$ cat src/hw/core_pkg.sv
// Core package
// Widths, encodings and stage payloads
`default_nettype none

package core_pkg;

    parameter int XLEN = 32;

    typedef logic [XLEN-1:0] word_t;
    typedef logic [31:0]     addr_t;
    typedef logic [4:0]      reg_addr_t;
    typedef logic [31:0]     inst_t;

    // Major opcodes of the supported subset
    typedef enum logic [6:0] {
        OP     = 7'b0110011,
        OP_IMM = 7'b0010011,
        LUI    = 7'b0110111,
        LOAD   = 7'b0000011,
        STORE  = 7'b0100011,
        BRANCH = 7'b1100011
    } opcode_e;

    typedef enum logic [2:0] {
        ALU_ADD,
        ALU_SUB,
        ALU_AND,
        ALU_OR,
        ALU_XOR,
        ALU_PASS_B
    } alu_op_e;

    typedef struct packed {
        addr_t pc;
        inst_t inst;
    } fetch_pkt_t;

    typedef struct packed {
        addr_t     pc;
        alu_op_e   alu_op;
        word_t     op_a;
        word_t     op_b;
        word_t     store_data;
        reg_addr_t rd;
        logic      reg_write;
        logic      load;
        logic      store;
        logic      branch;
        logic      branch_eq;
        addr_t     branch_target;
    } decode_pkt_t;

    typedef struct packed {
        addr_t     pc;
        word_t     result;
        word_t     store_data;
        reg_addr_t rd;
        logic      reg_write;
        logic      load;
        logic      store;
    } exec_pkt_t;

    // rd is zero for instructions that write nothing
    typedef struct packed {
        addr_t     pc;
        reg_addr_t rd;
        word_t     data;
    } retire_t;

    typedef struct packed {
        logic  taken;
        addr_t target;
    } redirect_t;

    typedef struct packed {
        addr_t addr;
        word_t wdata;
        logic  write;
    } dmem_req_t;

    typedef struct packed {
        logic      write;
        reg_addr_t rd;
        word_t     value;
    } fwd_t;

endpackage

`default_nettype wire

$ cat src/hw/core_top.sv
// Five-stage RV32I subset core
`default_nettype none

module core_top
    import core_pkg::*;
#(
    parameter addr_t RESET_PC = 32'h0000_0000
) (
    input  wire logic      clk,
    input  wire logic      reset_i,
    output addr_t          pc_o,
    input  wire inst_t     inst_i,
    output logic           dmem_req_valid_o,
    input  wire logic      dmem_req_ready_i,
    output dmem_req_t      dmem_req_o,
    input  wire word_t     dmem_rdata_i,
    output logic           retire_valid_o,
    output retire_t        retire_o
);

    redirect_t   redirect;
    logic        fetch_valid;
    logic        fetch_ready;
    fetch_pkt_t  fetch_pkt;
    reg_addr_t   rs1;
    reg_addr_t   rs2;
    word_t       rs1_data;
    word_t       rs2_data;
    fwd_t        fwd_ex;
    fwd_t        fwd_mem;
    logic        ex_load_pending;
    logic        decode_valid;
    logic        decode_ready;
    decode_pkt_t decode_pkt;
    logic        exec_valid;
    logic        exec_ready;
    exec_pkt_t   exec_pkt;

    fetch_stage #(
        .RESET_PC (RESET_PC)
    ) fetch_i (
        .clk           (clk),
        .reset_i       (reset_i),
        .pc_o          (pc_o),
        .inst_i        (inst_i),
        .redirect_i    (redirect),
        .fetch_valid_o (fetch_valid),
        .fetch_ready_i (fetch_ready),
        .fetch_o       (fetch_pkt)
    );

    decode_stage decode_i (
        .clk               (clk),
        .reset_i           (reset_i),
        .fetch_valid_i     (fetch_valid),
        .fetch_ready_o     (fetch_ready),
        .fetch_i           (fetch_pkt),
        .rs1_o             (rs1),
        .rs2_o             (rs2),
        .rs1_data_i        (rs1_data),
        .rs2_data_i        (rs2_data),
        .fwd_ex_i          (fwd_ex),
        .fwd_mem_i         (fwd_mem),
        .ex_load_pending_i (ex_load_pending),
        .redirect_i        (redirect),
        .decode_valid_o    (decode_valid),
        .decode_ready_i    (decode_ready),
        .decode_o          (decode_pkt)
    );

    // Writeback port is the retire port
    reg_file reg_file_i (
        .clk           (clk),
        .reset_i       (reset_i),
        .rs1_i         (rs1),
        .rs2_i         (rs2),
        .rs1_data_o    (rs1_data),
        .rs2_data_o    (rs2_data),
        .write_valid_i (retire_valid_o),
        .write_i       (retire_o)
    );

    execute_stage execute_i (
        .clk            (clk),
        .reset_i        (reset_i),
        .decode_valid_i (decode_valid),
        .decode_ready_o (decode_ready),
        .decode_i       (decode_pkt),
        .redirect_o     (redirect),
        .fwd_o          (fwd_ex),
        .load_pending_o (ex_load_pending),
        .exec_valid_o   (exec_valid),
        .exec_ready_i   (exec_ready),
        .exec_o         (exec_pkt)
    );

    memory_stage memory_i (
        .clk              (clk),
        .reset_i          (reset_i),
        .exec_valid_i     (exec_valid),
        .exec_ready_o     (exec_ready),
        .exec_i           (exec_pkt),
        .dmem_req_valid_o (dmem_req_valid_o),
        .dmem_req_ready_i (dmem_req_ready_i),
        .dmem_req_o       (dmem_req_o),
        .dmem_rdata_i     (dmem_rdata_i),
        .fwd_o            (fwd_mem),
        .retire_valid_o   (retire_valid_o),
        .retire_o         (retire_o)
    );

endmodule

`default_nettype wire

$ cat src/hw/decode_stage.sv
// Decode stage
// Operand select, hazard hold and the decode-to-execute register
`default_nettype none

module decode_stage
    import core_pkg::*;
(
    input  wire logic       clk,
    input  wire logic       reset_i,
    input  wire logic       fetch_valid_i,
    output logic            fetch_ready_o,
    input  wire fetch_pkt_t fetch_i,
    output reg_addr_t       rs1_o,
    output reg_addr_t       rs2_o,
    input  wire word_t      rs1_data_i,
    input  wire word_t      rs2_data_i,
    input  wire fwd_t       fwd_ex_i,
    input  wire fwd_t       fwd_mem_i,
    input  wire logic       ex_load_pending_i,
    input  wire redirect_t  redirect_i,
    output logic            decode_valid_o,
    input  wire logic       decode_ready_i,
    output decode_pkt_t     decode_o
);

    inst_t       inst;
    opcode_e     opcode;
    word_t       imm_i;
    word_t       imm_s;
    word_t       imm_b;
    word_t       imm_u;
    word_t       rs1_val;
    word_t       rs2_val;
    logic        use_rs1;
    logic        use_rs2;
    logic        opcode_ok;
    logic        hazard;
    logic        load_en;
    logic        valid_q;
    decode_pkt_t pkt_q;
    decode_pkt_t pkt_next;

    // Newest producer wins, register file covers the rest
    function automatic word_t pick(reg_addr_t src, word_t rf_data, fwd_t ex, fwd_t mem);
        if (src == '0) begin
            return '0;
        end else if (ex.write && ex.rd == src) begin
            return ex.value;
        end else if (mem.write && mem.rd == src) begin
            return mem.value;
        end
        return rf_data;
    endfunction

    // Result of the packet in our own register is not out of the ALU yet,
    // and a load in execute has no data until memory answers
    function automatic logic raw(reg_addr_t src, logic used, logic own_valid,
                                 decode_pkt_t own, logic ex_load, reg_addr_t ex_rd);
        return used && (src != '0) &&
               ((own_valid && own.reg_write && own.rd == src) ||
                (ex_load && ex_rd == src));
    endfunction

    assign inst   = fetch_i.inst;
    assign opcode = opcode_e'(inst[6:0]);
    assign rs1_o  = inst[19:15];
    assign rs2_o  = inst[24:20];

    assign imm_i = {{20{inst[31]}}, inst[31:20]};
    assign imm_s = {{20{inst[31]}}, inst[31:25], inst[11:7]};
    assign imm_b = {{19{inst[31]}}, inst[31], inst[7], inst[30:25], inst[11:8], 1'b0};
    assign imm_u = {inst[31:12], 12'b0};

    assign rs1_val = pick(rs1_o, rs1_data_i, fwd_ex_i, fwd_mem_i);
    assign rs2_val = pick(rs2_o, rs2_data_i, fwd_ex_i, fwd_mem_i);

    assign opcode_ok = opcode inside {OP, OP_IMM, LUI, LOAD, STORE, BRANCH};

    always_comb begin
        pkt_next               = '0;
        pkt_next.pc            = fetch_i.pc;
        pkt_next.alu_op        = ALU_ADD;
        pkt_next.op_a          = rs1_val;
        pkt_next.op_b          = imm_i;
        pkt_next.store_data    = rs2_val;
        pkt_next.rd            = inst[11:7];
        pkt_next.branch_target = fetch_i.pc + imm_b;
        use_rs1                = 1'b1;
        use_rs2                = 1'b0;
        case (opcode)
            OP: begin
                use_rs2            = 1'b1;
                pkt_next.op_b      = rs2_val;
                pkt_next.reg_write = 1'b1;
                case (inst[14:12])
                    3'b100:  pkt_next.alu_op = ALU_XOR;
                    3'b110:  pkt_next.alu_op = ALU_OR;
                    3'b111:  pkt_next.alu_op = ALU_AND;
                    default: pkt_next.alu_op = inst[30] ? ALU_SUB : ALU_ADD;
                endcase
            end
            OP_IMM: begin
                pkt_next.reg_write = 1'b1;
            end
            LUI: begin
                use_rs1            = 1'b0;
                pkt_next.alu_op    = ALU_PASS_B;
                pkt_next.op_b      = imm_u;
                pkt_next.reg_write = 1'b1;
            end
            LOAD: begin
                pkt_next.reg_write = 1'b1;
                pkt_next.load      = 1'b1;
            end
            STORE: begin
                use_rs2        = 1'b1;
                pkt_next.op_b  = imm_s;
                pkt_next.store = 1'b1;
            end
            BRANCH: begin
                use_rs2            = 1'b1;
                pkt_next.op_b      = rs2_val;
                pkt_next.branch    = 1'b1;
                pkt_next.branch_eq = (inst[14:12] == 3'b000);
            end
            default: begin
                use_rs1 = 1'b0;
            end
        endcase
    end

    assign hazard = raw(rs1_o, use_rs1, valid_q, pkt_q, ex_load_pending_i, fwd_ex_i.rd) ||
                    raw(rs2_o, use_rs2, valid_q, pkt_q, ex_load_pending_i, fwd_ex_i.rd);

    assign fetch_ready_o  = (!valid_q || decode_ready_i) && !hazard;
    assign load_en        = fetch_valid_i && fetch_ready_o && !redirect_i.taken;
    assign decode_valid_o = valid_q;
    assign decode_o       = pkt_q;

    // A redirect always drains our register, so it simply empties
    always_ff @(posedge clk) begin
        if (reset_i) begin
            valid_q <= 1'b0;
        end else if (load_en) begin
            valid_q <= 1'b1;
        end else if (decode_ready_i) begin
            valid_q <= 1'b0;
        end
    end

    always_ff @(posedge clk) begin
        if (load_en) begin
            pkt_q <= pkt_next;
        end
    end

    a_known_opcode: assert property (@(posedge clk) disable iff (reset_i)
        load_en |-> opcode_ok);

endmodule

`default_nettype wire

$ cat src/hw/execute_stage.sv
// Execute stage
`default_nettype none

module execute_stage
    import core_pkg::*;
(
    input  wire logic        clk,
    input  wire logic        reset_i,
    input  wire logic        decode_valid_i,
    output logic             decode_ready_o,
    input  wire decode_pkt_t decode_i,
    output redirect_t        redirect_o,
    output fwd_t             fwd_o,
    output logic             load_pending_o,
    output logic             exec_valid_o,
    input  wire logic        exec_ready_i,
    output exec_pkt_t        exec_o
);

    word_t     result;
    logic      taken;
    logic      xfer;
    logic      valid_q;
    exec_pkt_t pkt_q;

    always_comb begin
        case (decode_i.alu_op)
            ALU_SUB:    result = decode_i.op_a - decode_i.op_b;
            ALU_AND:    result = decode_i.op_a & decode_i.op_b;
            ALU_OR:     result = decode_i.op_a | decode_i.op_b;
            ALU_XOR:    result = decode_i.op_a ^ decode_i.op_b;
            ALU_PASS_B: result = decode_i.op_b;
            default:    result = decode_i.op_a + decode_i.op_b;
        endcase
    end

    assign taken = decode_i.branch &&
                   ((decode_i.op_a == decode_i.op_b) == decode_i.branch_eq);

    assign decode_ready_o = !valid_q || exec_ready_i;
    assign xfer           = decode_valid_i && decode_ready_o;

    // Raised only on the cycle the branch moves on
    assign redirect_o = '{taken: xfer && taken, target: decode_i.branch_target};

    // Load address is not the register value
    assign fwd_o = '{write: valid_q && pkt_q.reg_write && !pkt_q.load,
                     rd:    pkt_q.rd,
                     value: pkt_q.result};
    assign load_pending_o = valid_q && pkt_q.load;

    assign exec_valid_o = valid_q;
    assign exec_o       = pkt_q;

    always_ff @(posedge clk) begin
        if (reset_i) begin
            valid_q <= 1'b0;
        end else if (decode_ready_o) begin
            valid_q <= decode_valid_i;
        end
    end

    always_ff @(posedge clk) begin
        if (xfer) begin
            pkt_q.pc         <= decode_i.pc;
            pkt_q.result     <= result;
            pkt_q.store_data <= decode_i.store_data;
            pkt_q.rd         <= decode_i.rd;
            pkt_q.reg_write  <= decode_i.reg_write;
            pkt_q.load       <= decode_i.load;
            pkt_q.store      <= decode_i.store;
        end
    end

endmodule

`default_nettype wire

$ cat src/hw/fetch_stage.sv
// Fetch stage
`default_nettype none

module fetch_stage
    import core_pkg::*;
#(
    parameter addr_t RESET_PC = 32'h0000_0000
) (
    input  wire logic      clk,
    input  wire logic      reset_i,
    output addr_t          pc_o,
    input  wire inst_t     inst_i,
    input  wire redirect_t redirect_i,
    output logic           fetch_valid_o,
    input  wire logic      fetch_ready_i,
    output fetch_pkt_t     fetch_o
);

    addr_t      pc_q;
    logic       valid_q;
    fetch_pkt_t pkt_q;
    logic       take;

    // Instruction memory answers every cycle, so only the register can block
    assign take = !valid_q || fetch_ready_i;

    assign pc_o          = pc_q;
    assign fetch_valid_o = valid_q;
    assign fetch_o       = pkt_q;

    always_ff @(posedge clk) begin
        if (reset_i) begin
            pc_q    <= RESET_PC;
            valid_q <= 1'b0;
        end else if (redirect_i.taken) begin
            // Word at pc_o and the held packet are both younger than the branch
            pc_q    <= redirect_i.target;
            valid_q <= 1'b0;
        end else if (take) begin
            pc_q    <= pc_q + 32'd4;
            valid_q <= 1'b1;
        end
    end

    always_ff @(posedge clk) begin
        if (take) begin
            pkt_q <= '{pc: pc_q, inst: inst_i};
        end
    end

    a_pc_aligned: assert property (@(posedge clk) disable iff (reset_i)
        pc_q[1:0] == 2'b00);

endmodule

`default_nettype wire

$ cat src/hw/memory_stage.sv
// Memory stage and writeback register
`default_nettype none

module memory_stage
    import core_pkg::*;
(
    input  wire logic      clk,
    input  wire logic      reset_i,
    input  wire logic      exec_valid_i,
    output logic           exec_ready_o,
    input  wire exec_pkt_t exec_i,
    output logic           dmem_req_valid_o,
    input  wire logic      dmem_req_ready_i,
    output dmem_req_t      dmem_req_o,
    input  wire word_t     dmem_rdata_i,
    output fwd_t           fwd_o,
    output logic           retire_valid_o,
    output retire_t        retire_o
);

    logic    needs_mem;
    logic    xfer;
    logic    valid_q;
    retire_t wb_q;
    retire_t wb_next;

    assign needs_mem = exec_i.load || exec_i.store;

    assign dmem_req_valid_o = exec_valid_i && needs_mem;
    assign dmem_req_o       = '{addr:  exec_i.result,
                                wdata: exec_i.store_data,
                                write: exec_i.store};

    // Writeback always drains, only the memory handshake can hold
    assign exec_ready_o = !needs_mem || dmem_req_ready_i;
    assign xfer         = exec_valid_i && exec_ready_o;

    always_comb begin
        wb_next.pc = exec_i.pc;
        wb_next.rd = exec_i.reg_write ? exec_i.rd : '0;
        if (exec_i.load) begin
            wb_next.data = dmem_rdata_i;
        end else if (exec_i.reg_write) begin
            wb_next.data = exec_i.result;
        end else begin
            wb_next.data = '0;
        end
    end

    always_ff @(posedge clk) begin
        if (reset_i) begin
            valid_q <= 1'b0;
        end else begin
            valid_q <= xfer;
        end
    end

    always_ff @(posedge clk) begin
        if (xfer) begin
            wb_q <= wb_next;
        end
    end

    assign retire_valid_o = valid_q;
    assign retire_o       = wb_q;
    assign fwd_o          = '{write: valid_q && (wb_q.rd != '0), rd: wb_q.rd, value: wb_q.data};

    // Execute holds its register while memory waits
    a_req_stable: assert property (@(posedge clk) disable iff (reset_i)
        dmem_req_valid_o && !dmem_req_ready_i |=>
            dmem_req_valid_o && $stable(dmem_req_o));

endmodule

`default_nettype wire

$ cat src/hw/reg_file.sv
// Integer register file
`default_nettype none

module reg_file
    import core_pkg::*;
(
    input  wire logic      clk,
    input  wire logic      reset_i,
    input  wire reg_addr_t rs1_i,
    input  wire reg_addr_t rs2_i,
    output word_t          rs1_data_o,
    output word_t          rs2_data_o,
    input  wire logic      write_valid_i,
    input  wire retire_t   write_i
);

    word_t regs [1:31];
    logic  wr_en;

    assign wr_en = write_valid_i && (write_i.rd != '0);

    // x0 reads zero, same-cycle write bypasses the array
    assign rs1_data_o = (rs1_i == '0) ? '0 :
                        (wr_en && write_i.rd == rs1_i) ? write_i.data : regs[rs1_i];
    assign rs2_data_o = (rs2_i == '0) ? '0 :
                        (wr_en && write_i.rd == rs2_i) ? write_i.data : regs[rs2_i];

    always_ff @(posedge clk) begin
        if (reset_i) begin
            for (int i = 1; i < 32; i++) begin
                regs[i] <= '0;
            end
        end else if (wr_en) begin
            regs[write_i.rd] <= write_i.data;
        end
    end

endmodule

`default_nettype wire

$ cat config.mk
export PLATFORM = sky130hd
export DESIGN_NAME = core_top
export DESIGN_NICKNAME = d
export VERILOG_FILES = /design/src/hw/core_pkg.sv /design/src/hw/core_top.sv /design/src/hw/decode_stage.sv /design/src/hw/execute_stage.sv /design/src/hw/fetch_stage.sv /design/src/hw/memory_stage.sv /design/src/hw/reg_file.sv
export SDC_FILE = /design/constraint.sdc
export NUM_CORES = 2
export LEC_CHECK = 0
export BUFFER_PORTS_ARGS = -buffer_cell sky130_fd_sc_hd__buf_2
export CAP_MARGIN = 20
export CORE_MARGIN = 3
export CORE_UTILIZATION = 55
export DETAILED_ROUTE_END_ITERATION = 8
export PLACE_DENSITY = 0.81
export RECOVER_POWER = 25
export SLEW_MARGIN = 25
export SYNTH_ARGS = -nofsm -noshare
export SYNTH_HDL_FRONTEND = slang
export SYNTH_SLANG_ARGS = --single-unit
$ cat constraint.sdc
create_clock -name clk -period 18.2 [get_ports clk]
set_input_delay 0.91 -clock clk [delete_from_list [all_inputs] [get_ports clk]]
set_output_delay 0.91 -clock clk [all_outputs]
set_load 0.005 [all_outputs]
Yosys cells after proc, flatten, opt, wreduce, memory -nomap -nowiden
Memory sizes are Yosys's and may differ from the RTL's. A register that Yosys moved wholly into a read port is not among the register bits.
Cells that the tools add are included.
{ "op_classes": {"muxes": 45, "n_eq_ne": 22, "n_reduce_logical": 54, "bitwise_logic": 3, "add_sub_neg": 4} }
{ "ops": {"columns": ["operator", "count"], "rows": [
  ["two-way mux 32 bit", 17],
  ["case mux 32 bit (5 select lines)", 1],
  ["case mux 32 bit (3 select lines)", 1],
  ["adder 32 bit", 2],
  ["adder 32 x 3 -> 32 bit, second input constant", 1],
  ["bitwise AND 32 bit", 1],
  ["== test 32 bit", 1],
  ["OR 32 bit", 1],
  ["OR reduction 32 bit", 1],
  ["subtractor 32 bit", 1],
  ["bitwise XOR 32 bit", 1],
  ["== test 5 bit", 6],
  ["logical AND 1 bit", 25],
  ["== test 7 x 6 -> 1 bit, second input constant", 3],
  ["two-way mux 1 bit", 20],
  ["== test 3 bit, second input constant", 5],
  ["two-way mux 5 bit", 3],
  ["nonzero test 5 bit", 3],
  ["logical NOT 5 bit", 2],
  ["case mux 3 bit (3 select lines)", 1],
  ["logical OR 1 bit", 8],
  ["== test 7 x 2 -> 1 bit, second input constant", 1],
  ["== test 7 x 5 -> 1 bit, second input constant", 1],
  ["== test 7 bit, second input constant", 1],
  ["other kinds (12)", 21]
]} }
{ "totals": {"word_cells": 158, "ff_bits": 446, "input_bits": 67, "memories": 1, "out_inout_bits": 168, "mem_bits_rw": 992} }
{ "mem_list": {"columns": ["name", "words", "word_bits", "rd", "rd_clocked_by_memory_dff", "write_ports", "line_no", "rtl"], "rows": [
  ["reg_file_i.regs", 31, 32, 2, 2, 31, "reg_file.sv:17", "word_t regs [1:31];"]
]} }

Longest topological paths before layout
{ "logic_depth": {"depth_word": 11, "mapped_depth": 14, "depth_no_buf": 14} }

Modules after synthesis
Synthesis repeated with hierarchy kept, for this count alone.
{ "hier_totals": {"cells_unflattened": 6327, "area_unflattened_um2": 81804.7} }
{ "modules_own_cells": {"columns": ["module", "cells_per_inst", "area_per_inst_um2", "n_inst", "seq_area_each_um2"], "rows": [
  ["reg_file", 3853, 55394.4, 1, 30749.5],
  ["decode_stage", 839, 9609.2, 1, 5185.0],
  ["execute_stage", 1094, 9581.7, 1, 3143.0],
  ["fetch_stage", 316, 3950.0, 1, 2582.5],
  ["memory_stage", 225, 3269.4, 1, 2092.0]
]} }

Worst setup path before layout
OpenSTA, ideal clock, no wires.
{ "synth_timing": {"path_kind": "input port to flip-flop", "startpoint": "input dmem_req_ready_i", "endpoint": "register decode_i.pkt_q, in the netlist decode_i.decode_o[0], enable pin", "t_required_ps": 17248, "path_stages": 5, "t_arrival_ps": 15525, "setup_time_ps": 952, "path_slack_ps": 1722, "path_cell_list": "nor2b_1 nor2b_1 and3_1 clkbuf_1 nor3b_1"} }
{ "synth_via": {"elab_chain_cells": 6, "elab_cells_between_ends": 9, "cone_classes": "reduce/logical (9)"} }
{ "synth_lines": {"columns": ["element", "line_no", "rtl"], "rows": [
  ["start, declared", "core_top.sv:14", "input wire logic dmem_req_ready_i,"],
  ["logical OR 1 bit", "memory_stage.sv:35", "assign exec_ready_o = !needs_mem || dmem_req_ready_i;"],
  ["logical OR 1 bit", "execute_stage.sv:40", "assign decode_ready_o = !valid_q || exec_ready_i;"],
  ["logical AND 1 bit", "execute_stage.sv:41", "assign xfer = decode_valid_i && decode_ready_o;"],
  ["net execute_i.xfer", "execute_stage.sv:22", "logic xfer;"],
  ["logical AND 1 bit", "execute_stage.sv:44", "assign redirect_o = '{taken: xfer && taken, target: decode_i.branch_target};"],
  ["logical NOT 1 bit", "decode_stage.sv:136", "assign load_en = fetch_valid_i && fetch_ready_o && !redirect_i.taken;"],
  ["logical AND 1 bit", "decode_stage.sv:136", null],
  ["net decode_i.load_en", "decode_stage.sv:38", "logic load_en;"],
  ["end signal, assigned", "decode_stage.sv:153", "pkt_q <= pkt_next;"],
  ["end, declared", "decode_stage.sv:40", "decode_pkt_t pkt_q;"]
]} }
The timed path passes the listed nets, and every way through them passes these cells.
A chain may end at the register's enable or synchronous reset.

Final worst setup path
{ "layout_timing": {"startpoint": "register execute_i.pkt_q, in the netlist execute_i.exec_o[1]", "endpoint": "register decode_i.pkt_q, in the netlist decode_i.decode_o[112], enable pin"} }
{ "layout_via": {"elab_cells_between_ends": 20, "cone_classes": "reduce/logical (20)"} }
{ "layout_lines": {"columns": ["element", "line_no", "rtl"], "rows": [
  ["start, declared", "execute_stage.sv:24", "exec_pkt_t pkt_q;"],
  ["logical OR 1 bit", "memory_stage.sv:27", "assign needs_mem = exec_i.load || exec_i.store;"],
  ["logical NOT 1 bit", "memory_stage.sv:35", null],
  ["logical OR 1 bit", "memory_stage.sv:35", null],
  ["logical OR 1 bit", "execute_stage.sv:40", null],
  ["logical AND 1 bit", "execute_stage.sv:41", null],
  ["net execute_i.xfer", "execute_stage.sv:22", null],
  ["logical AND 1 bit", "execute_stage.sv:44", null],
  ["logical NOT 1 bit", "decode_stage.sv:136", null],
  ["logical AND 1 bit", "decode_stage.sv:136", null],
  ["net decode_i.load_en", "decode_stage.sv:38", null]
]} }
The timed path passes the listed nets, and every way through them passes these cells.

==> report_table.html <==
<table>
<tr><th>Metric</th><th>Value</th></tr>
<tr><th colspan="2">Global routing</th></tr>
<tr><td>Via count of the first global-routing pass</td><td>52000</td></tr>
<tr><td>Wire length of the first global-routing pass</td><td>361000 µm</td></tr>
<tr><td>All-Layer GR Usage</td><td>34.2%</td></tr>
<tr><td>Pin count of the biggest net entering global routing</td><td>138</td></tr>
<tr><td>Antenna violations before repair</td><td>25</td></tr>
<tr><td>Met3 track demand over resource</td><td>10.4%</td></tr>
<tr><td>Global routing met2 resource utilization</td><td>51.1%</td></tr>
<tr><td>Met1 capacity usage during global routing</td><td>43.7%</td></tr>
<tr><td>Highest-utilization routing layer at the global route stage</td><td>met2</td></tr>
<tr><td>Grt total ovfl</td><td>0</td></tr>
<tr><th colspan="2">Worst setup path</th></tr>
<tr><td>Depth of the worst register-to-register path</td><td>11</td></tr>
<tr><td>Setup CP Type</td><td>register to register</td></tr>
<tr><td>Critical path peak fanout</td><td>72</td></tr>
<tr><td>Required time worst endpoint</td><td>18.63 ns</td></tr>
<tr><td>Worst Setup Start Kind</td><td>register</td></tr>
<tr><td>CP Capture Type</td><td>register</td></tr>
<tr><td>Endpoint of the lowest-slack register-to-register path</td><td>decode_i.decode_o[112]</td></tr>
<tr><td>Arrival time at the worst endpoint</td><td>7.49 ns</td></tr>
<tr><td>R2r startpoint</td><td>execute_i.exec_o[1]</td></tr>
<tr><td>Register-to-register path setup slack</td><td>11.15 ns</td></tr>
<tr><th colspan="2">Power</th></tr>
<tr><td>Ratio of total power to cell area</td><td>94.9 nW/µm²</td></tr>
<tr><td>VDD IR max</td><td>0.112 mV</td></tr>
<tr><td>P_leak</td><td>31.2 nW</td></tr>
<tr><th colspan="2">Timing</th></tr>
<tr><td>Number of endpoints with negative hold slack in the final report</td><td>0</td></tr>
<tr><td>Number of slew-limit violations in the final report</td><td>1340</td></tr>
<tr><td>Worst path setup slack after routing</td><td>11.15 ns</td></tr>
<tr><td>Share of the clock period used by the worst path after layout</td><td>38.8%</td></tr>
<tr><td>Number of failing setup endpoints in the final timing report</td><td>0</td></tr>
<tr><td>RSZ-0062 raised after global routing</td><td>false</td></tr>
<tr><td>Clock Skews</td><td>0.0359 ns</td></tr>
<tr><td>Min Tclk post-route</td><td>7.05 ns</td></tr>
<tr><td>Setup TNS</td><td>0 ns</td></tr>
<tr><td>Max-slew headroom at the worst pin</td><td>-206%</td></tr>
<tr><td>Fmax achieved</td><td>142 MHz</td></tr>
<tr><td>Worst Max-Slew Pin Slew</td><td>4.59 ns</td></tr>
<tr><th colspan="2">CTS</th></tr>
<tr><td>Clock input transition at the sequential cells of the worst setup and hold paths</td><td>0.06 ns</td></tr>
<tr><td>Resized Gates After CTS</td><td>0</td></tr>
<tr><td>Root buffer cell</td><td>clkbuf_16</td></tr>
<tr><td>Clock Sinks</td><td>1479</td></tr>
<tr><td>H-tree lvl count</td><td>4</td></tr>
<tr><td>Num CTS Buffers</td><td>154</td></tr>
<tr><td>Buffer depth of the longest clock path</td><td>3</td></tr>
<tr><td>Latest clock arrival within the worst-skew pair</td><td>0.83 ns</td></tr>
<tr><td>Clock tree from TritonCTS</td><td>done</td></tr>
<tr><td>Number of buffers added for setup after CTS</td><td>0</td></tr>
<tr><td>CTS Hold Buffers Added</td><td>0</td></tr>
<tr><th colspan="2">Detailed routing</th></tr>
<tr><td>Detailed-route DRC error count</td><td>0</td></tr>
<tr><td>Detail Route Antenna Nets</td><td>0</td></tr>
<tr><td>1st-pass router iterations</td><td>7</td></tr>
<tr><td>Count of vias placed by the detailed router</td><td>53100</td></tr>
<tr><td>Total wirelength of the detailed-routed design</td><td>253000 µm</td></tr>
<tr><td>Via density per instance</td><td>7.08</td></tr>
<tr><td>Iteration-0 DRC Markers</td><td>9272</td></tr>
<tr><td>Average wire length per cell after detail routing</td><td>33.7 µm</td></tr>
<tr><th colspan="2">Final layout</th></tr>
<tr><td>Ratio of cells with drive above 1 in the final layout</td><td>21.7%</td></tr>
<tr><td>Area added between synthesis and finish</td><td>9.93%</td></tr>
<tr><td>Fillers</td><td>9981</td></tr>
<tr><td>Most common cell after layout, fill and taps aside</td><td>edfxtp_1</td></tr>
<tr><td>Most frequent cells in the layout</td><td>1433 x edfxtp_1, 899 x and2_1, 640 x mux4_2</td></tr>
<tr><td>Final Net Count</td><td>5679</td></tr>
<tr><th colspan="2">Synthesis</th></tr>
<tr><td>Sequential fraction of the synthesis area</td><td>56.0%</td></tr>
<tr><td>Synth warn</td><td>0</td></tr>
<tr><td>Area share of the leading cell type in the synthesized netlist</td><td>54.8%</td></tr>
<tr><td>Cell area after technology mapping</td><td>78500 µm²</td></tr>
<tr><td>Post-synth top flop</td><td>edfxtp_1</td></tr>
<tr><td>Cell type with the largest total area after synthesis</td><td>edfxtp_1</td></tr>
<tr><td>Post-Syn Area per Cell</td><td>14.4 µm²</td></tr>
<tr><td>FF+latch count, synth</td><td>1479</td></tr>
<tr><td>Yosys cell types</td><td>95</td></tr>
<tr><td>Mapped Cells</td><td>5451</td></tr>
<tr><td>Async set or reset register ratio after synthesis</td><td>0%</td></tr>
<tr><td>Count of flip-flops with a built-in enable after synthesis</td><td>1433</td></tr>
<tr><td>Ranking of synthesized cells by area</td><td>edfxtp_1 55%, mux4_2 18%, and2_1 8.0%, ha_1 2.0%, clkbuf_1 1.8%</td></tr>
<tr><th colspan="2">Die</th></tr>
<tr><td>Cell row count</td><td>137</td></tr>
<tr><td>Initial Utilization</td><td>55.8%</td></tr>
<tr><td>Die Width</td><td>384 µm</td></tr>
<tr><td>Number of primary I/O pins</td><td>235</td></tr>
<tr><td>Die height</td><td>384 µm</td></tr>
<tr><td>Area of the core region</td><td>141000 µm²</td></tr>
<tr><td>Overall die area</td><td>147000 µm²</td></tr>
<tr><th colspan="2">Worst hold path</th></tr>
<tr><td>Instance count along the most critical hold path</td><td>1</td></tr>
<tr><td>Type of the most critical hold path</td><td>primary input to register</td></tr>
<tr><td>Launch point of the worst hold path</td><td>inst_i[7]</td></tr>
<tr><td>Hold worst-path end</td><td>fetch_i.fetch_o[7]</td></tr>
<tr><th colspan="2">Placed design</th></tr>
<tr><td>Port buffer count</td><td>234</td></tr>
<tr><td>Worst slack after detailed placement</td><td>11.88 ns</td></tr>
<tr><td>HPWL reported at the end of detailed placement</td><td>155000 µm</td></tr>
<tr><td>Gpl congestion</td><td>0.966</td></tr>
<tr><th colspan="2">Status</th></tr>
<tr><td>Status</td><td>finished, violations left</td></tr>
<tr><td>Violations in the final reports</td><td>max-capacitance violations, max-slew violations</td></tr>
<tr><th colspan="2">Job</th></tr>
<tr><td>Max-cap violation count</td><td>39</td></tr>
</table>
## layer usage
layer | wire, µm | vias to the layer above | part of all wire (%)
li1 | - | 20800 | -
met1 | 81800 | 26300 | 32
met2 | 114000 | 4971 | 45
met3 | 38400 | 1109 | 15
met4 | 18500 | 20 | 7.3
met5 | 167 | - | 0.066
## area by class of cell
cell class / count / area (µm²) / share of cell area, %
Antenna cell: 22 / 55.1 / 0.0638
Clock buffer: 182 / 4030 / 4.67
Clock inverter: 102 / 1240 / 1.44
Inverter: 123 / 462 / 0.535
Multi-Input combinational cell: 3341 / 32100 / 37.2
Sequential cell: 1479 / 44000 / 51.0
Tap cell: 1876 / 2350 / 2.72
Timing Repair Buffer: 384 / 2070 / 2.40
## flip-flops by register name, summed over array words and instances (netlist names), named ones only
name	count
fetch_i.pc_o	32
reg_file_i.regs	1024
memory_i.fwd_o	37
decode_i.decode_valid_o	1
fetch_i.fetch_o	64
memory_i.retire_valid_o	1
memory_i.retire_o	32
fetch_i.fetch_valid_o	1
execute_i.exec_valid_o	1
decode_i.decode_o	172
execute_i.exec_o	104
## cell families after synthesis
kind of cell / after synthesis / share of synthesized area, %
AND/OR/NAND/NOR: 1658 / 11.8
flip-flops: 1479 / 56.0
multiplexers: 724 / 19.5
AO/OA/AOI/OAI: 693 / 5.85
buffers and inverters: 662 / 3.62
adder cells (fa/ha/maj): 129 / 2.09
XOR/XNOR: 105 / 1.17
other: 1 / 0.00478
## worst max-delay path, stage by stage (launching register included)
cell	delay, ns
edfxtp_1	0.31
clkbuf_1	1.61
nor2_1	0.20
nor2b_1	0.39
nor2b_1	0.41
nor2b_4	0.06
clkbuf_1	1.13
and3_1	0.63
buf_4	0.25
nor3b_2	0.25
buf_4	0.48
buf_4	0.78
## power by group
group | switching, W | total (W) | internal [W]
Combinational | 0.000519 | 0.000882 | 0.000363
Clock | 0.00142 | 0.00331 | 0.00189
Sequential | 0.000122 | 0.00400 | 0.00388
## worst max-delay path by stage
stage	startpoint	to	cells after the start
2_1_floorplan	dmem_req_ready_i	decode_i.decode_o[0]	5
3_3_place_gp	register	decode_i.decode_o[92]	10
3_5_place_dp	register	decode_i.decode_o[93]	10
4_1_cts	register	decode_i.decode_o[93]	10
5_1_grt	execute_i.exec_o[1]	decode_i.decode_o[47]	11
6_report	execute_i.exec_o[1]	decode_i.decode_o[112]	11
## Yosys cell counts, drive strengths merged, types with 8 or more instances
master / instances
or3: 12
edfxtp: 1433
xnor2: 68
a21o: 37
a21oi: 216
inv: 121
o21a: 9
a31oi: 21
mux4: 640
nand2: 228
dfxtp: 46
o211ai: 39
o21bai: 21
nor3: 37
clkbuf: 374
a311oi: 8
o21ai: 131
a211oi: 31
nor2b: 14
and2: 1001
a22o: 33
o31ai: 14
ha: 126
nand3: 38
xor2: 37
o22ai: 21
a22oi: 17
or2: 33
buf: 165
nor4: 10
mux2: 11
a221o: 27
mux2i: 73
and3: 26
nor2: 220
nand4: 10
## metrics by stage
| step | util (%) | instances | power (W) | area (µm²) | hold slack [ns] |
|---|---|---|---|---|---|
| floorplan | - | 5482 | 0.00461 | 78600 | 0.400 |
| global placement | 57.7 | 7195 | 0.00489 | 81200 | 0.403 |
| detailed placement | 57.7 | 7195 | 0.00491 | 81200 | 0.405 |
| CTS | 61.5 | 7479 | 0.00816 | 86400 | 0.231 |
| global route | 61.3 | 7492 | 0.00836 | 86200 | 0.254 |
| finish | 61.4 | 7509 | 0.00819 | 86300 | 0.271 |
Note: power is estimated with default switching activity, not from simulation.
